### config.mk
export PLATFORM = sky130hd
export DESIGN_NAME = memStage
export DESIGN_NICKNAME = d
export VERILOG_FILES = /design/src/verilog/isaPkg.sv /design/src/verilog/pipePkg.sv /design/src/verilog/memStage.sv
export SDC_FILE = /design/constraint.sdc
export NUM_CORES = 1
export LEC_CHECK = 0
export BUFFER_PORTS_ARGS = -buffer_cell sky130_fd_sc_hd__clkbuf_2
export CAP_MARGIN = 20
export CORE_MARGIN = 5
export CORE_UTILIZATION = 35
export DETAILED_ROUTE_END_ITERATION = 7
export GPL_TIMING_DRIVEN = 0
export PLACE_DENSITY = 0.87
export SYNTH_ARGS = -nofsm -noshare
export SYNTH_HDL_FRONTEND = slang
export SYNTH_SLANG_ARGS = --single-unit
### constraint.sdc
create_clock -name clk -period 2.2 [get_ports clk]
set_clock_uncertainty 0.2 [all_clocks]
set_input_delay 0.44 -clock clk [delete_from_list [all_inputs] [get_ports clk]]
set_output_delay 0.44 -clock clk [all_outputs]
set_load 0.005 [all_outputs]
### src/verilog/isaPkg.sv
////////////////////////////////////////////////////////////
// Instruction set of the 16-bit pipelined core
// Opcodes, field layout, ALU ops and decoded control bits
////////////////////////////////////////////////////////////
package isaPkg;

   // Major opcode in bits 15:12, anything not listed is illegal
   typedef enum logic [3:0] {
      OP_HALT = 4'h0,
      OP_NOP  = 4'h1,
      OP_ADD  = 4'h2,
      OP_SUB  = 4'h3,
      OP_AND  = 4'h4,
      OP_XOR  = 4'h5,
      OP_ADDI = 4'h6,
      OP_LD   = 4'h7,
      OP_ST   = 4'h8,
      OP_BEQZ = 4'h9
   } opcodeT;

   // Instruction field positions
   localparam int opMsb     = 15;
   localparam int opLsb     = 12;
   localparam int fieldAMsb = 11;
   localparam int fieldALsb = 9;
   localparam int fieldBMsb = 8;
   localparam int fieldBLsb = 6;
   localparam int fieldCMsb = 5;
   localparam int fieldCLsb = 3;
   localparam int immMsb    = 5;
   localparam int immLsb    = 0;

   typedef enum logic [1:0] {
      ALU_ADD,
      ALU_SUB,
      ALU_AND,
      ALU_XOR
   } aluOpT;

   // All zero is a bubble
   typedef struct packed {
      aluOpT      aluOp;
      logic       useImm;
      logic       memRead;
      logic       memWrite;
      logic       regWrite;
      logic [2:0] dest;
      logic       isHalt;
      logic       isIllegal;
   } ctrlT;

endpackage
### src/verilog/pipePkg.sv
////////////////////////////////////////////////////////////
// Pipeline register layouts and the Wishbone request
////////////////////////////////////////////////////////////
package pipePkg;
   import isaPkg::*;

   // Fetch/decode
   typedef struct packed {
      logic [15:0] instr;
      logic [15:0] pcPlusOne;
      logic        valid;
   } fdRegT;

   // Decode/execute
   typedef struct packed {
      ctrlT        ctrl;
      logic [15:0] opA;
      logic [15:0] opB;
      logic [15:0] storeData;
   } deRegT;

   // Execute/memory
   typedef struct packed {
      ctrlT        ctrl;
      logic [15:0] aluResult;
      logic [15:0] storeData;
   } emRegT;

   // Memory/writeback
   typedef struct packed {
      ctrlT        ctrl;
      logic [15:0] wbVal;
   } mwRegT;

   // Wishbone classic master request
   typedef struct packed {
      logic        cyc;
      logic        stb;
      logic        we;
      logic [15:0] adr;
      logic [15:0] dat;
   } wbReqT;

   localparam fdRegT fdBubble = '0;
   localparam deRegT deBubble = '0;
   localparam emRegT emBubble = '0;
   localparam mwRegT mwBubble = '0;

endpackage

### src/verilog/memStage.sv
////////////////////////////////////////////////////////////
// Memory stage
// Wishbone classic master, one transfer per LD or ST,
// freezes the pipeline until ack
////////////////////////////////////////////////////////////
module memStage import pipePkg::*; (
   input  logic        clk,
   input  logic        rstN,
   input  emRegT       em,
   input  logic [15:0] wbDatI,
   input  logic        wbAck,
   output wbReqT       wbReq,
   output logic        memWait,
   output mwRegT       mwNext
);

   typedef enum logic {
      MEM_IDLE,
      MEM_BUSY
   } memStateT;

   memStateT    state;
   logic        memOp;
   logic        start;
   logic        done;
   logic [15:0] rdData;

   assign memOp = em.ctrl.memRead | em.ctrl.memWrite;
   // done blocks a second transfer while em still holds the finished op
   assign start = (state == MEM_IDLE) && memOp && !done;

   // Request fields come from em, which holds during the freeze
   always_comb begin
      wbReq.cyc = start || (state == MEM_BUSY);
      wbReq.stb = wbReq.cyc;
      wbReq.we  = em.ctrl.memWrite;
      wbReq.adr = em.aluResult;
      wbReq.dat = em.storeData;
   end

   assign memWait = wbReq.cyc;

   always_ff @(posedge clk) begin
      if (!rstN) begin
         state <= MEM_IDLE;
         done  <= 1'b0;
      end else begin
         done <= wbReq.cyc & wbAck;
         case (state)
            MEM_IDLE: if (start && !wbAck) state <= MEM_BUSY;
            MEM_BUSY: if (wbAck) state <= MEM_IDLE;
         endcase
      end
   end

   // Read data sampled in the ack cycle
   always_ff @(posedge clk) begin
      if (wbReq.cyc && wbAck && !wbReq.we) begin
         rdData <= wbDatI;
      end
   end

   always_comb begin
      mwNext.ctrl  = em.ctrl;
      mwNext.wbVal = em.ctrl.memRead ? rdData : em.aluResult;
   end

endmodule

## After elaboration in Yosys (flattened, before gate mapping)

Cells that the tools add are included.

- Register bits: 18
- Output and inout port bits: 63
- Bits of input ports: 62

- Muxes and demuxes: 4
- Reduce and logical (&&, ||, !) cells: 9
- Bitwise gates (word level): 3

Operators by type and width:

| kind | number |
|---|---|
| $mux 16 | 1 |
| $logic_and 1x1->1 | 5 |
| $logic_not 1->1 | 3 |
| $mux 1 | 2 |
| $pmux 1 s2 | 1 |
| $and 1x1->1 | 1 |
| $logic_or 1x1->1 | 1 |
| $not 1->1 | 1 |
| $or 1x1->1 | 1 |

## Depth between registers and ports, before layout

Gate-level depths: netlist of the first run.

- Depth in word-level cells: 6
- Depth in mapped cells: 5
- Gate-level depth less buffers: 2

## Least setup slack after synthesis of the first run

Ideal clock, no wire load.

- Path type: input port to flip-flop
- Start: input em[39] in the netlist's numbering
- End: register rdData[0], enable pin
- Setup time: 0.394 ns
- Data arrival time: 1.466 ns
- Cell stages on the path: 3
- Path slack: 0.139 ns
- Cells stage by stage: buf_6 > nand2b_1 > a21oi_1

- Longest elaborated chain between the ends: 6

RTL lines:

| element | RTL line | RTL |
|---|---|---|
| from (decl) | memStage.sv:9 | `input emRegT em,` |
| $or 1x1->1 | memStage.sv:28 | `assign memOp = em.ctrl.memRead \| em.ctrl.memWrite;` |
| $logic_and 1x1->1 (2 in series) | memStage.sv:30 | `assign start = (state == MEM_IDLE) && memOp && !done;` |
| $logic_or 1x1->1 | memStage.sv:34 | `wbReq.cyc = start \|\| (state == MEM_BUSY);` |
| $logic_and 1x1->1 (2 in series) | memStage.sv:58 | `if (wbReq.cyc && wbAck && !wbReq.we) begin` |
| to (signal assigned) | memStage.sv:59 | `rdData <= wbDatI;` |
| to (decl) | memStage.sv:26 | `logic [15:0] rdData;` |

Every way passes these cells.
A chain may end at the register's enable or synchronous reset.

==> results of run 1 <==
-- cell families after synthesis --
| group | count (synthesis) | synth area share |
|---|---|---|
| multiplexers | 16 | 0.183 |
| AO/OA/AOI/OAI | 4 | 0.0225 |
| flip-flops | 18 | 0.446 |
| AND/OR/NAND/NOR | 5 | 0.0225 |
| buffers and inverters | 49 | 0.326 |
-- final cells by class --
type	instances	area (um^2)
Buffer	48	377
Clock buffer	4	36.3
Fill cell	293	1530
Inverter	1	3.75
Multi-Input combinational cell	25	270
Sequential cell	18	520
Tap cell	46	57.6
Timing Repair Buffer	98	490
-- state kept, by name, summed over array words and instances, names as in the netlist --
| register | cells |
|---|---|
| rdData | 16 |
| done | 1 |
| state | 1 |
-- layer usage --
metal	GRT usage	part of all wire
met3	0.0116	0.14
met4	0.0532	0.0093
met2	0.213	0.56
met1	0.0962	0.29
met5	0	0
-- worst max-delay path: cells and delay by family --
family,cells,cell delay [ps]
buf+inv,4,510
simple gates,1,110
compound gates,1,180
-- how the worst max path moves through the flow --
stage            endpoint  startpoint  cells after the start  slack, ps
2_1_floorplan   rdData[0]      em[39]                      3        140
6_report        wbReq[34]      em[39]                      6        320
3_5_place_dp   rdData[14]      em[38]                      3        200
4_1_cts         wbReq[34]      em[39]                      6        320
5_1_grt         wbReq[34]      em[39]                      6        250
3_3_place_gp   rdData[12]      em[38]                      3       -310
-- stage by stage --
stage	hold slack [ps]	instance area [um^2]
floorplan	266	1170
CTS	109	1760
global route	100	1760
global placement	289	1720
finish	124	1760
detailed placement	315	1720
-- power by group --
group | internal, W | switching (W)
clock | 0.000101 | 0.0000961
combinational | 0.000151 | 0.0000793
sequential | 0.000386 | 0.00000272
total | 0.000639 | 0.000178
-- Yosys cell counts, drive strengths merged --
| library cell | number |
|---|---|
| a21oi | 3 |
| buf | 48 |
| edfxtp | 16 |
| inv | 1 |
| mux2 | 16 |
| nand2b | 3 |
| nand2 | 2 |
| o21bai | 1 |
| dfxtp | 2 |
==> flow_summary.yaml, run 1 <==
clock_network:
  hold_buffers: 0
  h-tree-depth: 1
  path_clk_slew_ps: 100
  cts_buffers: 3
  clockBufferDepth: 2
  clk_latency_ps: 280
  cts.sinks: 18
  cts_tree: "built"
  cts_setup_buffers: 0
  cts-resized-gates: 0
  root_buffer: "clkbuf_4"
routing:
  drt-wirelength-per-cell_um: 11.2
  routed_wl_mm: 2.70
  drt_iter0_drc: 8
  firstDrtPassIters: 2
  vias: 935
  drtAntennaViolNets: 0
  via_per_inst: 3.90
  drc_errors: 0
floorplan:
  dieArea_um2: 4590
  rows: 21
  io_pins: 125
  die-height_um: 67.8
  core-area_um2: 3280
  die_x_um: 67.8
  start_util: 0.355
worst_setup_path:
  r2r_end: "rdData[1]"
  crit_path_start_kind: "input pin"
  reg2reg_slack_ps: 510
  critPathKind: "input pin to output port"
  worst-path-max-fanout: 10
  path_cells: "buf_6 > buf_12 > o21bai_2 > nand2_1 > buf_4 > clkbuf_2"
  worstPathArrival_ps: 1240
  reg2reg_from: "done"
  cp_slowest_cell: "o21bai_2"
  r2r_cells: 2
  required_ps: 1560
  end_kind: "output port"
  slowest_delay_ps: 180
logic_synthesis:
  syn_area_um2: 1170
  synth_top_area_share: 0.412
  synth_top_area_cell: "edfxtp_1"
  ys_warn_count: 0
  netlist_instances: 92
  syn_nets: 154
  ys_seq_area_frac: 0.446
  syn-mean-instance-area_um2: 12.7
  synth_cell_type_count: 12
  ys_ff_latch: 18
  ys_top_cells_by_area: "edfxtp_1 (41%), buf_4 (30%), mux2_4 (12%)"
placement:
  port_buffers: 98
  finalWeightedCongestion: 0.677
  hpwlAfterDp_mm: 2.43
  place_inst: 236
  place_ws_ps: 201
sta:
  min_period_over_period: 0.856
  worstMarginPinSlew_ps: 863
  hold_viol_final: 0
  finalSetupTns_ps: 0
  fin_ws_ps: 318
  drv_slew: 0
  fmaxAchievable_mhz: 531
  slew_headroom: 0.425
  rsz0062_at_grt: "false"
  fin_crit_ps: 1880
  setup_violations: 0
layout:
  area_growth_pct: 50.4
  final_cell_mix: "clkbuf_2 (98), buf_4 (46), edfxtp_1 (16), mux2_4 (9), mux2_2 (7)"
  drive_above_1_share: 0.866
  diodes: 0
  mostFrequentLayoutCell: "clkbuf_2"
  stdcell_count: 240
  layout.nets: 257
  finish.utilization: 0.534
power_and_ir_drop:
  power-per-cell-area_nw_per_um2: 465
  total_power_w: 0.000817
  p_leak_nw: 0.954
  ir_drop_mv: 0.292
flow_run:
  cap_violations: 0
min_path:
  holdPathStages: 1
  hold_end: "rdData[5]"
  hold_class: "input pin to register"
  min-delay-start: "wbDatI[5]"
grt:
  antenna_found_initial: 0
  grt_pass1_wl_mm: 3.53
  grt_max_degree: 17
  globalRouteOverflowTotal: 0
  grt_usage: 0.103
  grt_pass1_vias: 835
run_status:
  status: "completed"
No activity file was read; power rests on OpenSTA's default activity.
==> inputs of run 2 (changes only) <==
==> constraint.sdc (replaced) <==
create_clock -name clk -period 2.2 [get_ports clk]
set_clock_uncertainty 0.2 [all_clocks]
set_input_delay 0.44 -clock clk [delete_from_list [all_inputs] [get_ports clk]]
set_output_delay 0.44 -clock clk [all_outputs]
set_load 0.1 [all_outputs]
==> run 2 against run 1 <==
Net effect: die area unchanged; clock-buffer cell count shrank 1; register-to-register slack about the same; first-iteration DRC count rose by 75%; clock power down 20%; largest cell class unchanged.
==> flow_summary.yaml, run 2 (synthesized netlist as in run 1, its figures left out) <==
worst_setup_path:
  worst-path-max-fanout: 10
  r2r_cells: 2
  crit_path_start_kind: "input pin"
  reg2reg_slack_ps: 510
  startpoint: "em[39]"
  critPathKind: "input pin to output port"
  required_ps: 1560
  reg2reg_from: "done"
  end_kind: "output port"
  endpoint: "wbReq[33]"
  r2r_end: "rdData[12]"
  worstPathArrival_ps: 1500
floorplan:
  die-height_um: 67.8
  die_x_um: 67.8
  io_pins: 125
  core-area_um2: 3280
  rows: 21
  start_util: 0.355
  dieArea_um2: 4590
power_and_ir_drop:
  p_leak_nw: 0.951
  power-per-cell-area_nw_per_um2: 725
  ir_drop_mv: 0.359
clock_network:
  cts_buffers: 3
  root_buffer: "clkbuf_4"
  cts_setup_buffers: 0
  cts_tree: "built"
  path_clk_slew_ps: 90
  hold_buffers: 0
  h-tree-depth: 1
  cts.sinks: 18
  cts-resized-gates: 0
  clk_latency_ps: 280
  clockBufferDepth: 2
routing:
  via_per_inst: 3.95
  routed_wl_mm: 2.84
  vias: 948
  drc_errors: 0
  met2WireLength_mm: 1.52
  drt-wirelength-per-cell_um: 11.8
  drt_iter0_drc: 14
  drtAntennaViolNets: 0
  routedLengthMet1_um: 897
  firstDrtPassIters: 4
  wl_met3_um: 384
  routed.top_layer: "met4"
sta:
  fmaxAchievable_mhz: 468
  slew_headroom: 0.421
  whs_ps: 127
  setup_violations: 0
  drv_slew: 0
  rsz0062_at_grt: "false"
  finalSetupTns_ps: 0
  fin_crit_ps: 2140
  worstMarginPinSlew_ps: 869
  min_period_over_period: 0.972
  hold_viol_final: 0
grt:
  grt_pass1_vias: 835
  globalRouteOverflowTotal: 0
  grt_max_degree: 17
  grt_usage: 0.110
  grt_pass1_wl_mm: 3.66
  antenna_found_initial: 0
layout:
  reg_top3: "rdData x16, done x1, state x1"
  finish.utilization: 0.534
  mostFrequentLayoutCell: "clkbuf_2"
  layout.nets: 257
  largest_reg_flops: 16
  diodes: 0
  drive_above_1_share: 0.866
  area_growth_pct: 50.2
  final_cell_mix: "clkbuf_2 (98), buf_4 (46), edfxtp_1 (16), mux2_4 (9), mux2_2 (7)"
  regMostFlops: "rdData"
flow_run:
  cap_violations: 0
min_path:
  min-delay-start: "wbDatI[1]"
  hold_class: "input pin to register"
placement:
  port_buffers: 98
  hpwlAfterDp_mm: 2.54
  finalWeightedCongestion: 0.714
run_status:
  status: "completed"
-- run 2: cell types whose count changed in the layout (fill, tap and decap cells not counted) --
cell and delta:
clkbuf_8 -1, nand2_1 -1, clkinv_1 +1, nand2_4 +1
-- run 2: critical path, cell delays in order --
cell and delay (ps):
buf_6 120, buf_12 150, o21bai_2 220, nand2_4 70, buf_4 130, clkbuf_2 360
-- run 2: final cells by class --
| cell class | count | area [um^2] |
|---|---|---|
| multi-input combinational | 25 | 278 |
| sequential | 18 | 520 |
| timing repair buffer | 98 | 490 |
| clock buffer | 3 | 22.5 |
| inverter | 1 | 3.75 |
| tap | 46 | 57.6 |
| buffer | 48 | 377 |
| clock inverter | 1 | 3.75 |
| fill | 310 | 1530 |
-- run 2: how the worst min path moves through the flow --
stage                endpoint  cells after the start
CTS                 rdData[3]                      1
global route        rdData[9]                      1
global placement        state                      2
floorplan                done                      2
detailed placement      state                      2
finish              rdData[1]                      1
-- run 2: where the power goes --
part	switching, W	total, W	internal [W]	leakage (nW)
registers	0.00000295	0.000389	0.000387	0.164
clock network	0.0000917	0.000157	0.0000658	0.0154
logic	0.000572	0.000724	0.000152	0.772
-- run 2: per-layer routing --
layer  vias to the layer above  global-route usage
met5                         -                   0
met4                         0              0.0684
met3                         2              0.0150
met2                        67               0.209
met1                       407               0.110
li1                        472                   -
-- run 2: through the flow --
step / instances / power [W] / worst slack [ps] / area (um^2)
after CTS: 240 / 0.00129 / 51.9 / 1750
after global placement: 236 / 0.00112 / -256 / 1720
after global routing: 240 / 0.00132 / 10.3 / 1750
after detailed placement: 236 / 0.00113 / 52.0 / 1730
after floorplan: 92 / 0.00103 / 110 / 1170
final: 240 / 0.00127 / 61.1 / 1750
==> inputs of run 3 (changes only) <==
==> constraint.sdc (replaced) <==
create_clock -name clk -period 2.45 [get_ports clk]
set_clock_uncertainty 0.2 [all_clocks]
set_input_delay 0.49 -clock clk [delete_from_list [all_inputs] [get_ports clk]]
set_output_delay 0.49 -clock clk [all_outputs]
set_load 0.1 [all_outputs]
==> run 3 against run 2 <==
Net effect: sequential share of layout area is 0.085 points lower; non-clock buffer count unchanged; final cell count did not move; sequential power down 10%; critical path depth stayed put; flip-flop and latch count did not move; combinational power fell by 10%; die area unchanged.
==> flow_summary.yaml, run 3 (synthesized netlist as in run 1, its figures left out) <==
layout:
  stdcell_count: 240
  regArea_um2: 520
  reg_top3: "rdData x16, done x1, state x1"
  mostFrequentLayoutCell: "clkbuf_2"
  final_cell_mix: "clkbuf_2 (98), buf_4 (46), edfxtp_1 (16), mux2_4 (9), mux2_2 (7)"
  largest_reg_flops: 16
  layout.nets: 257
  diodes: 0
  n_fill_cell: 312
  stdcell_area_um2: 1760
  drive_above_1_share: 0.871
  multiInputGateArea_um2: 273
  area_growth_pct: 50.6
  regMostFlops: "rdData"
grt:
  grt_max_degree: 17
  antenna_found_initial: 0
  grt_pass1_wl_mm: 3.78
  grt_pass1_vias: 871
  grt_usage: 0.112
  globalRouteOverflowTotal: 0
floorplan:
  rows: 21
  core-area_um2: 3280
  io_pins: 125
  die_x_um: 67.8
  dieArea_um2: 4590
  start_util: 0.355
  die-height_um: 67.8
placement:
  place_inst: 236
  finalWeightedCongestion: 0.699
  place_ws_ps: 212
  port_buffers: 98
  placed_area_um2: 1720
  hpwlAfterDp_mm: 2.52
worst_setup_path:
  r2r_cells: 2
  r2r_end: "rdData[11]"
  reg2reg_from: "done"
  end_kind: "output port"
  worstPathArrival_ps: 1540
  worst-path-max-fanout: 10
  reg2reg_slack_ps: 740
  required_ps: 1760
  crit_path_start_kind: "input pin"
  critPathKind: "input pin to output port"
power_and_ir_drop:
  power-per-cell-area_nw_per_um2: 670
  total_power_w: 0.00118
  ir_drop_mv: 0.347
  p_leak_nw: 0.954
sta:
  fin_crit_ps: 2230
  slew_headroom: 0.415
  fmaxAchievable_mhz: 448
  hold_viol_final: 0
  finalSetupTns_ps: 0
  worstMarginPinSlew_ps: 878
  drv_slew: 0
  fin_ws_ps: 220
  setup_violations: 0
  min_period_over_period: 0.910
  rsz0062_at_grt: "false"
clock_network:
  clockBufferDepth: 2
  cts-resized-gates: 0
  h-tree-depth: 1
  path_clk_slew_ps: 100
  cts.sinks: 18
  cts_buffers: 3
  cts_tree: "built"
  clk_latency_ps: 290
  cts_setup_buffers: 0
  root_buffer: "clkbuf_4"
  hold_buffers: 0
flow_run:
  cap_violations: 0
routing:
  drt-wirelength-per-cell_um: 11.9
  met2WireLength_mm: 1.60
  vias: 952
  drc_errors: 0
  routed_wl_mm: 2.85
  firstDrtPassIters: 4
  routed.top_layer: "met4"
  routedLengthMet1_um: 827
  drtAntennaViolNets: 0
  wl_met3_um: 392
  drt_iter0_drc: 18
  via_per_inst: 3.97
min_path:
  holdPathStages: 1
  hold_class: "input pin to register"
  hold_end: "rdData[3]"
  min-delay-start: "wbDatI[3]"
run_status:
  status: "completed"
-- run 3: changes by cell type in the layout (fill, tap and decap cells not counted) --
cell,previous run,this run
clkbuf_8,0,1
nand2_4,1,0
nand2_2,0,1
clkinv_1,1,0
-- run 3: final cells by class --
| type | count | area share |
|---|---|---|
| sequential | 18 | 0.296 |
| timing repair buffer | 98 | 0.279 |
| buffer | 48 | 0.214 |
| multi-input combinational | 25 | 0.155 |
| tap | 46 | 0.0327 |
| clock buffer | 4 | 0.0206 |
| inverter | 1 | 0.00214 |
-- run 3: routing by layer --
| layer | vias up | global-route usage |
|---|---|---|
| li1 | 468 | - |
| met1 | 416 | 0.105 |
| met2 | 66 | 0.227 |
| met3 | 2 | 0.0166 |
| met4 | 0 | 0.0608 |
| met5 | - | 0 |
-- run 3: power breakdown --
part	leakage (nW)	total, W	internal (W)	switching, W
Sequential	0.164	0.000350	0.000347	0.00000276
Combinational	0.769	0.000649	0.000136	0.000513
Clock	0.0210	0.000179	0.0000904	0.0000887
Total	0.954	0.00118	0.000573	0.000605
-- run 3: metrics by stage --
| stage | hold WS, ps | utilization |
|---|---|---|
| 2_1_floorplan | 283 | - |
| 3_5_place_dp | 326 | 0.524 |
| 4_1_cts | 156 | 0.535 |
| 6_report | 170 | 0.535 |
| 5_1_grt | 146 | 0.535 |
| 3_3_place_gp | 301 | 0.523 |
-- run 3: how the worst max path moves through the flow --
stage                     slack (ps)  depth (start not counted)  startpoint   endpoint
after floorplan                  100                          5      em[39]  wbReq[33]
after global placement           -50                          3      em[38]  rdData[9]
after detailed placement         210                          6      em[39]  wbReq[33]
after CTS                        210                          6      em[39]  wbReq[33]
after global routing             160                          6      em[39]  wbReq[33]
final                            220                          6      em[39]  wbReq[33]
-- run 3: critical path, stage by stage --
cell and delay [ps]:
buf_6 130, buf_12 150, o21bai_2 190, nand2_2 90, buf_4 130, clkbuf_2 360
