[config.mk]
export PLATFORM = sky130hd
export DESIGN_NAME = decodeStage
export DESIGN_NICKNAME = d
export VERILOG_FILES = /design/src/verilog/isaPkg.sv /design/src/verilog/pipePkg.sv /design/src/verilog/decodeStage.sv
export SDC_FILE = /design/constraint.sdc
export NUM_CORES = 1
export LEC_CHECK = 0
export BUFFER_PORTS_ARGS = -buffer_cell sky130_fd_sc_hd__clkbuf_2
export CORE_AREA = 3 3 72 74
export DETAILED_ROUTE_END_ITERATION = 12
export DIE_AREA = 0 0 75 77
export PLACE_DENSITY_LB_ADDON = 0.2
export SLEW_MARGIN = 20
export SYNTH_ARGS = -nofsm -noshare
export SYNTH_HDL_FRONTEND = slang
export SYNTH_SLANG_ARGS = --single-unit
[constraint.sdc]
create_clock -name vclk -period 1.8
set_input_delay 0.09 -clock vclk [all_inputs]
set_output_delay 0.09 -clock vclk [all_outputs]
set_load 0.05 [all_outputs]
[src/verilog/isaPkg.sv]
////////////////////////////////////////////////////////////
// Instruction set of the 16-bit pipelined core
// Opcodes, field layout, ALU ops and decoded control bits
////////////////////////////////////////////////////////////
package isaPkg;

   // Major opcode in bits 15:12, anything not listed is illegal
   typedef enum logic [3:0] {
      OP_HALT = 4'h0,
      OP_NOP  = 4'h1,
      OP_ADD  = 4'h2,
      OP_SUB  = 4'h3,
      OP_AND  = 4'h4,
      OP_XOR  = 4'h5,
      OP_ADDI = 4'h6,
      OP_LD   = 4'h7,
      OP_ST   = 4'h8,
      OP_BEQZ = 4'h9
   } opcodeT;

   // Instruction field positions
   localparam int opMsb     = 15;
   localparam int opLsb     = 12;
   localparam int fieldAMsb = 11;
   localparam int fieldALsb = 9;
   localparam int fieldBMsb = 8;
   localparam int fieldBLsb = 6;
   localparam int fieldCMsb = 5;
   localparam int fieldCLsb = 3;
   localparam int immMsb    = 5;
   localparam int immLsb    = 0;

   typedef enum logic [1:0] {
      ALU_ADD,
      ALU_SUB,
      ALU_AND,
      ALU_XOR
   } aluOpT;

   // All zero is a bubble
   typedef struct packed {
      aluOpT      aluOp;
      logic       useImm;
      logic       memRead;
      logic       memWrite;
      logic       regWrite;
      logic [2:0] dest;
      logic       isHalt;
      logic       isIllegal;
   } ctrlT;

endpackage
[src/verilog/pipePkg.sv]
////////////////////////////////////////////////////////////
// Pipeline register layouts and the Wishbone request
////////////////////////////////////////////////////////////
package pipePkg;
   import isaPkg::*;

   // Fetch/decode
   typedef struct packed {
      logic [15:0] instr;
      logic [15:0] pcPlusOne;
      logic        valid;
   } fdRegT;

   // Decode/execute
   typedef struct packed {
      ctrlT        ctrl;
      logic [15:0] opA;
      logic [15:0] opB;
      logic [15:0] storeData;
   } deRegT;

   // Execute/memory
   typedef struct packed {
      ctrlT        ctrl;
      logic [15:0] aluResult;
      logic [15:0] storeData;
   } emRegT;

   // Memory/writeback
   typedef struct packed {
      ctrlT        ctrl;
      logic [15:0] wbVal;
   } mwRegT;

   // Wishbone classic master request
   typedef struct packed {
      logic        cyc;
      logic        stb;
      logic        we;
      logic [15:0] adr;
      logic [15:0] dat;
   } wbReqT;

   localparam fdRegT fdBubble = '0;
   localparam deRegT deBubble = '0;
   localparam emRegT emBubble = '0;
   localparam mwRegT mwBubble = '0;

endpackage

[src/verilog/decodeStage.sv]
////////////////////////////////////////////////////////////
// Decode stage
// Control decode, immediate extension, operand select and
// BEQZ resolution
////////////////////////////////////////////////////////////
module decodeStage import isaPkg::*, pipePkg::*; (
   input  fdRegT       fd,
   input  logic [15:0] rdDataA,
   input  logic [15:0] rdDataB,
   input  logic [15:0] rdDataC,
   output logic [2:0]  rdAddrA,
   output logic [2:0]  rdAddrB,
   output logic [2:0]  rdAddrC,
   output deRegT       deNext,
   output logic        branchTaken,
   output logic [15:0] branchTarget,
   output logic        haltSeen
);

   opcodeT      op;
   logic [15:0] imm;
   ctrlT        ctrl;

   assign op      = opcodeT'(fd.instr[opMsb:opLsb]);
   assign rdAddrA = fd.instr[fieldAMsb:fieldALsb];
   assign rdAddrB = fd.instr[fieldBMsb:fieldBLsb];
   assign rdAddrC = fd.instr[fieldCMsb:fieldCLsb];
   assign imm     = {{(15 - immMsb){fd.instr[immMsb]}}, fd.instr[immMsb:immLsb]};

   always_comb begin
      ctrl      = '0;
      ctrl.dest = rdAddrA;
      case (op)
         OP_NOP:  ctrl.regWrite = 1'b0;
         OP_ADD:  ctrl.regWrite = 1'b1;
         OP_SUB: begin
            ctrl.aluOp    = ALU_SUB;
            ctrl.regWrite = 1'b1;
         end
         OP_AND: begin
            ctrl.aluOp    = ALU_AND;
            ctrl.regWrite = 1'b1;
         end
         OP_XOR: begin
            ctrl.aluOp    = ALU_XOR;
            ctrl.regWrite = 1'b1;
         end
         OP_ADDI: begin
            ctrl.useImm   = 1'b1;
            ctrl.regWrite = 1'b1;
         end
         OP_LD: begin
            ctrl.useImm   = 1'b1;
            ctrl.memRead  = 1'b1;
            ctrl.regWrite = 1'b1;
         end
         OP_ST: begin
            ctrl.useImm   = 1'b1;
            ctrl.memWrite = 1'b1;
         end
         OP_BEQZ: ctrl.regWrite = 1'b0;
         OP_HALT: ctrl.isHalt   = 1'b1;
         // Unknown opcode stops the core like HALT
         default: begin
            ctrl.isHalt    = 1'b1;
            ctrl.isIllegal = 1'b1;
         end
      endcase
      if (!fd.valid) begin
         ctrl = '0;
      end
   end

   always_comb begin
      deNext.ctrl      = ctrl;
      deNext.opA       = rdDataB;
      deNext.opB       = ctrl.useImm ? imm : rdDataC;
      deNext.storeData = rdDataA;
   end

   // Branch target is relative to the next instruction
   assign branchTaken  = fd.valid && (op == OP_BEQZ) && (rdDataA == 16'd0);
   assign branchTarget = fd.pcPlusOne + imm;
   assign haltSeen     = ctrl.isHalt;

endmodule

After elaboration in Yosys (flattened, before gate mapping)
Index checks and enable logic that the tools add are counted.

operators by class
  muxes and demuxes = 9
  bitwise logic cells = 0
  multipliers = 0
  reductions and logical operators = 8
  $add $sub $neg = 1
  order comparisons = 0
  div/mod/pow operators = 0
  shifts and indexed selects = 0
  eq/ne operators = 9

operator list
  cell                                            number
  adder 16 bit                                    1
  == test 4 x 3 -> 1 bit (second input constant)  4
  logical NOT 16 bit                              1
  two-way mux 16 bit                              1
  two-way mux 11 bit                              1
  OR reduction 10 bit                             1
  OR reduction 9 bit                              1
  == test 4 x 2 -> 1 bit (second input constant)  2
  == test 4 bit (second input constant)           2
  two-way mux 1 bit                               6
  case mux 2 bit (3 select lines)                 1
  OR reduction 6 bit                              1
  == test 4 x 1 -> 1 bit (second input constant)  1
  logical NOT 4 bit                               1
  OR reduction 3 bit                              1
  logical AND 1 bit                               2

word-level totals
  RAM bits = 0
  memories kept = 0
  input port bits = 81
  logic and storage cells = 27
  latch bits = 0
  bits in registers = 0
  output and inout port bits = 86
  bits in read-only memories = 0

Depth between registers and ports, before layout
Gate-level depths: netlist of the first run.

  depth after elaboration = 5
  gate-level depth with buffers = 7
  depth with buffers taken out = 7

Worst setup path after synthesis of the first run
No wires, ideal clock.

  path type = input to output
  start = input port fd[5] in the netlist's numbering
  end = output port branchTarget[13]
  path buffers = 0
  cell stages on the path = 6
  arrival = 2.284 ns
  path slack = -0.574 ns
  path through = ha_1 -> a21oi_1 -> o21ai_0 -> o211ai_2 -> nor2_1 -> a211oi_1

between the ends
  word-level cells in the longest chain between the ends = 1

ends and longest elaborated chain
  what             RTL line           RTL
  start, declared  decodeStage.sv:7   input fdRegT fd,
  adder 16 bit     decodeStage.sv:83  assign branchTarget = fd.pcPlusOne + imm;
  end, declared    decodeStage.sv:16  output logic [15:0] branchTarget,

No other way between the ends.

Final worst setup path of the first run
  start = input port fd[1] in the netlist's numbering
  end = output port branchTarget[12]

Same word-level chain as after synthesis.

==> impl_metrics.py, run 1 <==
metrics = {
    "place": {
        "dpl.hpwl_mm": 4.52,
        "finalWeightedCongestion": 0.825,
        "dp_slack_ps": -356,
        "io_buffers": 129,
    },
    "yosys": {
        "synth.net_count": 300,
        "syn_inst": 203,
        "synthesis.area_per_instance_um2": 7.12,
        "synthDistinctLibCells": 45,
        "yosysWarnings": 0,
        "combined_area_of_all_synthesized_cells_um2": 1450,
        "ys_seq_area_frac": 0,
    },
    "critical_path": {
        "worst_setup_path_start_kind": "primary input",
        "crit_path_capture": "branchTarget[12]",
        "crit_path_end_kind": "output port",
        "timing.critical_path.from": "fd[1]",
        "timing.critical_path.fanout_max": 3,
        "cp.required_ps": 1710,
        "timing.setup.critical_path_class": "primary input to output port",
        "cp.arrival_ps": 1880,
    },
    "global_route": {
        "vias_in_the_first_global_route": 1732,
        "grt_pass1_wl_mm": 7.58,
        "antenna_found_initial": 0,
        "grt_max_degree": 12,
        "grtUsageTotal": 0.157,
        "overflow_after_grt": 0,
    },
    "die": {
        "effective_utilization_at_floorplan": 0.310,
        "design.core.area_um2": 4660,
        "num_io_pins": 167,
        "die_y_um": 77,
        "chipWidth_um": 75,
        "std_cell_rows": 25,
        "design.die.area_um2": 5780,
    },
    "timing": {
        "setup_ws_ps": -165,
        "grt_setup_unrepaired": "yes",
        "finalSetupViolCount": 8,
        "final_period_minus_worst_setup_slack_ps": 1970,
        "max_freq_ghz": 0.509,
        "slew-limit-headroom": 0.777,
        "count_of_endpoints_failing_hold_in_the_final_timing_report": 0,
        "worstMarginPinSlew_ps": 332,
        "fin_crit_sh": 1.09,
        "timing.final.max_slew_violations": 0,
    },
    "run": {
        "max_cap_violations": 0,
    },
    "pwr": {
        "report.power.total_mw": 1.61,
        "powerDensity_nw_per_um2": 561,
        "p_comb_frac": 1.000,
        "peakVddDrop_mv": 0.380,
        "switching_share_of_power": 0.576,
        "power.static_leakage_nw": 1.50,
        "pwr-share-seq": 0,
        "power.clock.fraction": 0,
        "p_int_mw": 0.684,
        "switching_power_mw": 0.929,
    },
    "routing": {
        "initialDrtViolationCount": 33,
        "avg_wl_per_cell_um": 13.4,
        "routed_wirelength_mm": 5.25,
        "drtAntennaViolNets": 0,
        "routed_via_density": 4.66,
        "detailroute.via_count": 1830,
        "drcViolationCount": 0,
        "router_iterations_before_antenna_repair": 4,
    },
    "final_layout": {
        "layout.sequential_cells": 0,
        "antenna_cells": 0,
        "seqCellArea_um2": 0,
        "fraction_of_layout_cells_with_a_size_suffix_above_1": 0.702,
        "final_nets": 438,
        "layout.cells.most_common_list": "sky130_fd_sc_hd__clkbuf_2 (99), sky130_fd_sc_hd__buf_4 (51), sky130_fd_sc_hd__nand2_1 (36)",
        "syn_to_final_growth_pct": 98.9,
        "clkbuf_count": 0,
        "most_common_library_cell_in_the_layout_ignoring_fill_and_taps": "sky130_fd_sc_hd__clkbuf_2",
    },
    "outcome": {
        "outcome": "finished, violations left",
        "failed_checks": "setup timing",
    },
    "clock_network": {
        "cts_hold_buffers": 0,
    },
    "hold_path": {
        "holdCritPathClass": "primary input to output port",
    },
}
[critical path, stage by stage]
cell and delay (ps):
sky130_fd_sc_hd__buf_6 100, sky130_fd_sc_hd__ha_4 150, sky130_fd_sc_hd__fa_2 330, sky130_fd_sc_hd__a21o_1 200
sky130_fd_sc_hd__a221oi_4 300, sky130_fd_sc_hd__o21bai_2 130, sky130_fd_sc_hd__a21oi_2 260, sky130_fd_sc_hd__xnor2_4 160
sky130_fd_sc_hd__buf_12 150
[through the flow]
step / std cells / TNS, ps / utilization / instance area [um2] / hold WS (ps)
2_1_floorplan: 203 / -306 / - / 1640 / 283
3_3_place_gp: 387 / -1790 / 0.543 / 2530 / 180
3_5_place_dp: 387 / -1890 / 0.543 / 2530 / 180
4_1_cts: 388 / -989 / 0.571 / 2660 / 180
5_1_grt: 393 / -1480 / 0.617 / 2870 / 180
6_report: 393 / -767 / 0.617 / 2870 / 180
[how the worst min path moves through the flow]
stage	cells past startpoint	slack (ps)	from	end
6_report	0	180	fd[23]	rdAddrB[0]
5_1_grt	0	180	fd[24]	rdAddrB[1]
4_1_cts	0	180	rdDataB[1]	deNext[33]
3_5_place_dp	0	180	rdDataB[1]	deNext[33]
3_3_place_gp	0	180	rdDataB[1]	deNext[33]
2_1_floorplan	1	280	fd[31]	deNext[54]
[repair_timing]
action / 4_1_cts / 5_1_grt
gates cloned: 0 / 0
buffers inserted: 1 / 5
setup endpoints to repair: 9 / 24
gates resized for setup: 20 / 51
endpoints found under the hold margin: 0 / 0
pin swaps: 13 / 22
[power groups by stage]
stage	clock network, mW	registers (mW)	logic [mW]
floorplan	0	0	1.06
global placement	0	0	1.46
detailed placement	0	0	1.47
CTS	0	0	1.52
global route	0	0	1.70
finish	0	0	1.61
[cells in the mapped netlist, types with 2 or more instances]
library cell	instances	area (um2)
sky130_fd_sc_hd__buf_4	43	323
sky130_fd_sc_hd__nand2_1	39	146
sky130_fd_sc_hd__ha_1	15	188
sky130_fd_sc_hd__nor2_1	12	45.0
sky130_fd_sc_hd__xnor2_1	10	87.6
sky130_fd_sc_hd__a21o_1	9	67.6
sky130_fd_sc_hd__a21oi_1	9	45.0
sky130_fd_sc_hd__o21ai_0	6	30.0
sky130_fd_sc_hd__mux2_2	5	56.3
sky130_fd_sc_hd__nor4_1	5	31.3
sky130_fd_sc_hd__and2_1	4	25.0
sky130_fd_sc_hd__xor2_1	4	35.0
sky130_fd_sc_hd__nand3_1	3	15.0
sky130_fd_sc_hd__and3_1	2	12.5
sky130_fd_sc_hd__buf_2	2	10.0
sky130_fd_sc_hd__mux2i_1	2	20.0
sky130_fd_sc_hd__nand4_1	2	12.5
sky130_fd_sc_hd__nor3_1	2	10.0
sky130_fd_sc_hd__nor3b_1	2	15.0
sky130_fd_sc_hd__o21bai_1	2	15.0
[routing by layer]
layer	GRT usage	vias up	wire (um)
li1	-	945	-
met1	0.190	812	2080
met2	0.301	71	2830
met3	0.0170	2	338
met4	0.00356	0	6
met5	0	-	0
[area by class of cell]
cell class	count	area [um2]
Fill cell	420	1790
Multi-Input combinational cell	153	1470
Timing Repair Buffer	184	1330
Tap cell	54	67.6
Inverter	2	10.0
[cell families (layout without fill, tap and decap cells)]
group | count (synthesis) | in the layout | synth area share
AOI/OAI and AO/OA | 38 | 38 | 0.195
xor gates and xnor gates | 14 | 14 | 0.0848
adders and majority gates | 16 | 16 | 0.144
buffers and inverters | 50 | 186 | 0.259
muxes | 7 | 7 | 0.0528
and+or+nand+nor | 78 | 78 | 0.265
No activity file was read; power rests on OpenSTA's default activity.
==> run 2, diff against run 1 <==
--- a/config.mk
+++ b/config.mk
@@ -6,9 +6,9 @@
 export NUM_CORES = 1
 export LEC_CHECK = 0
 export BUFFER_PORTS_ARGS = -buffer_cell sky130_fd_sc_hd__clkbuf_2
-export CORE_AREA = 3 3 72 74
+export CORE_AREA = 3 3 74 76
 export DETAILED_ROUTE_END_ITERATION = 12
-export DIE_AREA = 0 0 75 77
+export DIE_AREA = 0 0 77 79
 export PLACE_DENSITY_LB_ADDON = 0.2
 export SLEW_MARGIN = 20
 export SYNTH_ARGS = -nofsm -noshare
==> impl_metrics.py, run 2 (synthesized netlist as in run 1, its figures left out) <==
metrics = {
    "outcome": {
        "outcome": "finished, violations left",
        "failed_checks": "setup timing",
    },
    "routing": {
        "routed_wirelength_mm": 5.42,
        "drcViolationCount": 0,
        "avg_wl_per_cell_um": 13.5,
        "drtAntennaViolNets": 0,
        "detailroute.via_count": 1881,
        "router_iterations_before_antenna_repair": 4,
        "routed_via_density": 4.68,
        "initialDrtViolationCount": 10,
    },
    "critical_path": {
        "path_cells": "buf_8 > ha_4 > fa_2 > a21o_1 > a221oi_4 > o21bai_1 > a21oi_2 > xnor2_4 > buf_12",
        "timing.setup.critical_path_class": "primary input to output port",
        "cp.arrival_ps": 1880,
        "timing.critical_path.fanout_max": 3,
        "crit_path_end_kind": "output port",
        "slowest_delay_ps": 340,
        "cp.required_ps": 1710,
        "crit_path_top_delay_cell": "sky130_fd_sc_hd__fa_2",
        "worst_setup_path_start_kind": "primary input",
    },
    "timing": {
        "final_period_minus_worst_setup_slack_ps": 1970,
        "fin_crit_sh": 1.09,
        "grt_setup_unrepaired": "yes",
        "hold-worst-slack_ps": 180,
        "timing.final.max_slew_violations": 0,
        "count_of_endpoints_failing_hold_in_the_final_timing_report": 0,
        "max_freq_ghz": 0.508,
        "finalSetupViolCount": 8,
        "slew-limit-headroom": 0.769,
        "worstMarginPinSlew_ps": 345,
        "setup_ws_ps": -168,
    },
    "pwr": {
        "powerDensity_nw_per_um2": 567,
        "power.static_leakage_nw": 1.48,
        "peakVddDrop_mv": 0.317,
    },
    "final_layout": {
        "final_nets": 434,
        "post-route-cell-area_um2": 2880,
        "antenna_cells": 0,
        "seqCellArea_um2": 0,
        "layout.sequential_cells": 0,
        "fraction_of_layout_cells_with_a_size_suffix_above_1": 0.696,
        "syn_to_final_growth_pct": 99.0,
        "clkbuf_count": 0,
        "layout.cells.most_common_list": "sky130_fd_sc_hd__clkbuf_2 (105), sky130_fd_sc_hd__buf_4 (46), sky130_fd_sc_hd__nand2_1 (34), sky130_fd_sc_hd__buf_12 (13)",
        "most_common_library_cell_in_the_layout_ignoring_fill_and_taps": "sky130_fd_sc_hd__clkbuf_2",
    },
    "run": {
        "max_cap_violations": 0,
    },
    "global_route": {
        "grt_pass1_wl_mm": 8.29,
        "grtUsageTotal": 0.160,
        "grt_max_degree": 12,
        "overflow_after_grt": 0,
        "vias_in_the_first_global_route": 1831,
        "antenna_found_initial": 0,
    },
    "place": {
        "finalWeightedCongestion": 0.810,
        "dpl.hpwl_mm": 4.50,
        "io_buffers": 129,
        "post_dp_cell_area_um2": 2520,
    },
    "die": {
        "num_io_pins": 167,
        "effective_utilization_at_floorplan": 0.302,
        "chipWidth_um": 77,
        "std_cell_rows": 25,
        "die_y_um": 79,
        "design.die.area_um2": 6080,
        "design.core.area_um2": 4790,
    },
    "hold_path": {
        "holdCritPathClass": "primary input to output port",
    },
    "clock_network": {
        "cts_hold_buffers": 0,
    },
}
==> run 2: report_power, final <==
group | total (mW) | leakage (nW) | switching [mW] | internal, mW
registers | 0 | 0 | 0 | 0
clock network | 0 | 0 | 0 | 0
logic | 1.63 | 1.48 | 0.935 | 0.694
total | 1.63 | 1.48 | 0.935 | 0.694
==> run 2: final timing paths <==
kind / slack [ps] / cells past startpoint / to / start
max: -170 / 9 / branchTarget[12] / fd[17]
min: 180 / 0 / deNext[35] / rdDataB[3]
==> run 2: through the flow <==
step            util  setup slack [ps]  setup TNS [ps]  cells  power (mW)
5_1_grt        0.601              -260           -1480    402        1.72
3_5_place_dp   0.528              -326           -2130    395        1.48
3_3_place_gp   0.528              -276           -1830    395        1.48
2_1_floorplan      -              -139            -306    203        1.06
4_1_cts        0.568              -220            -961    398        1.56
6_report       0.601              -168            -869    402        1.63
==> run 2: worst max-delay path: cells and delay by family <==
kind                     cells  cell delay, ps
XOR/XNOR                     1             160
buffers and inverters        2             250
adder cells (fa/ha/maj)      2             490
AO/OA/AOI/OAI                4             890
==> run 2: per-layer routing <==
| layer | GRT usage | vias to the layer above | routed length [um] |
|---|---|---|---|
| met2 | 0.329 | 76 | 2920 |
| li1 | - | 942 | - |
| met3 | 0.0317 | 10 | 399 |
| met4 | 0.0214 | 0 | 74 |
| met1 | 0.169 | 853 | 2020 |
| met5 | 0 | - | 0 |
==> run 2: repair_timing <==
action                                  4_1_cts  5_1_grt
buffers inserted                              3        4
gates cloned                                  0        0
pin swaps                                    21       19
endpoints found under the setup margin       19       24
gates resized for setup                      28       32
==> run 2: final cells by class <==
cell class	instances	area, um2
Tap cell	67	83.8
Fill cell	441	1910
Inverter	2	10.0
Timing Repair Buffer	180	1310
Multi-Input combinational cell	153	1480
==> run 3, diff against run 2 <==
==> constraint.sdc (replaced) <==
create_clock -name vclk -period 1.58
set_input_delay 0.079 -clock vclk [all_inputs]
set_output_delay 0.079 -clock vclk [all_outputs]
set_load 0.05 [all_outputs]
==> impl_metrics.py, run 3 (synthesized netlist as in run 1, its figures left out) <==
metrics = {
    "timing": {
        "max_freq_ghz": 0.511,
        "worstMarginPinSlew_ps": 363,
        "setup_ws_ps": -376,
        "fin_crit_sh": 1.24,
        "slew-limit-headroom": 0.758,
        "grt_setup_unrepaired": "yes",
        "timing.final.max_slew_violations": 0,
        "final_period_minus_worst_setup_slack_ps": 1960,
        "tns_ps": -2860,
        "count_of_endpoints_failing_hold_in_the_final_timing_report": 0,
        "finalSetupViolCount": 14,
    },
    "final_layout": {
        "layout.sequential_cells": 0,
        "final_nets": 440,
        "antenna_cells": 0,
        "multi_input_area_um2": 1600,
        "most_common_library_cell_in_the_layout_ignoring_fill_and_taps": "sky130_fd_sc_hd__clkbuf_2",
        "post_layout_cell_count": 408,
        "layout.cells.most_common_list": "sky130_fd_sc_hd__clkbuf_2 (94), sky130_fd_sc_hd__buf_4 (47), sky130_fd_sc_hd__nand2_1 (22), sky130_fd_sc_hd__buf_12 (14), sky130_fd_sc_hd__buf_8 (13)",
        "finalCoreUtilization": 0.677,
        "fill_cells": 393,
        "fraction_of_layout_cells_with_a_size_suffix_above_1": 0.757,
        "syn_to_final_growth_pct": 124,
        "seqCellArea_um2": 0,
        "clkbuf_count": 0,
    },
    "pwr": {
        "power.static_leakage_nw": 1.61,
        "switching_share_of_power": 0.554,
        "p_int_mw": 0.912,
        "peakVddDrop_mv": 0.388,
        "p_comb_frac": 1.000,
        "powerDensity_nw_per_um2": 632,
        "report.power.total_mw": 2.05,
        "switching_power_mw": 1.13,
        "power.clock.fraction": 0,
        "pwr-share-seq": 0,
    },
    "critical_path": {
        "cp.required_ps": 1500,
        "timing.critical_path.fanout_max": 2,
        "worst_setup_path_start_kind": "primary input",
        "crit_path_top_delay_cell": "sky130_fd_sc_hd__fa_2",
        "crit_path_end_kind": "output port",
        "crit_family": "compound AO/OA/AOI/OAI gates",
        "path_cells": "buf_8 > ha_4 > fa_2 > a21o_1 > a221oi_4 > o21bai_1 > a21oi_2 > xnor2_4 > buf_12",
        "slowest_delay_ps": 340,
        "cp_num_buf_inv": 2,
        "timing.setup.critical_path_class": "primary input to output port",
        "cp.arrival_ps": 1880,
    },
    "global_route": {
        "vias_in_the_first_global_route": 1982,
        "grt_max_degree": 12,
        "overflow_after_grt": 0,
        "grtUsageTotal": 0.187,
        "antenna_found_initial": 0,
        "grt_pass1_wl_mm": 9.57,
    },
    "die": {
        "std_cell_rows": 25,
        "effective_utilization_at_floorplan": 0.302,
        "design.core.area_um2": 4790,
        "design.die.area_um2": 6080,
        "num_io_pins": 167,
        "die_y_um": 79,
        "chipWidth_um": 77,
    },
    "routing": {
        "routed_via_density": 4.71,
        "router_iterations_before_antenna_repair": 4,
        "drtAntennaViolNets": 0,
        "avg_wl_per_cell_um": 15.1,
        "initialDrtViolationCount": 27,
        "route.top_layer_used": "met4",
        "drcViolationCount": 0,
        "routed_wirelength_mm": 6.16,
        "met2WireLength_mm": 3.46,
        "wl_met3_um": 448,
        "m1WireLength_mm": 2.15,
        "detailroute.via_count": 1923,
    },
    "place": {
        "finalWeightedCongestion": 0.781,
        "placed_cells": 396,
        "io_buffers": 129,
        "dp_slack_ps": -479,
        "dpl.hpwl_mm": 4.59,
    },
    "run": {
        "max_cap_violations": 0,
    },
    "clock_network": {
        "cts_hold_buffers": 0,
    },
    "hold_path": {
        "holdCritPathClass": "primary input to output port",
    },
    "outcome": {
        "outcome": "finished, violations left",
        "failed_checks": "setup timing",
    },
}
run 3: cell types whose count changed in the layout (fill, tap and decap cells not counted), sizes merged:
cell | before | now
clkbuf | 108 | 102
buf | 72 | 84
run 3: repair_timing:
action / in CTS / in global routing
gates resized for setup: 71 / 31
buffers inserted: 8 / 4
pin swaps: 23 / 5
setup endpoints to repair: 25 / 29
run 3: path summary, 6_finish.rpt:
check                              end  slack [ps]  cells past startpoint        from
worst min-delay path        deNext[38]         160                      0  rdDataB[6]
worst max-delay path  branchTarget[12]        -380                      9      fd[17]
run 3: through the flow:
| step | hold slack, ps | cell area [um2] |
|---|---|---|
| 2_1_floorplan | 261 | 1790 |
| 3_3_place_gp | 158 | 2690 |
| 3_5_place_dp | 158 | 2690 |
| 4_1_cts | 158 | 3110 |
| 5_1_grt | 158 | 3240 |
| 6_report | 158 | 3240 |
run 3: metal layers:
metal / global-route usage / vias to the layer above
li1: - / 949
met3: 0.0249 / 10
met4: 0.0231 / 0
met1: 0.206 / 874
met2: 0.386 / 90
met5: 0 / -
run 3: cell type report:
type | instances | area share
well taps | 67 | 0.0259
multi-input cells | 153 | 0.493
repair buffers | 186 | 0.478
inverters | 2 | 0.00309
run 3: power by group through the flow:
stage | Combinational (mW) | Sequential [mW] | Clock (mW)
2_1_floorplan | 1.28 | 0 | 0
3_3_place_gp | 1.74 | 0 | 0
3_5_place_dp | 1.75 | 0 | 0
4_1_cts | 1.96 | 0 | 0
5_1_grt | 2.15 | 0 | 0
6_report | 2.05 | 0 | 0
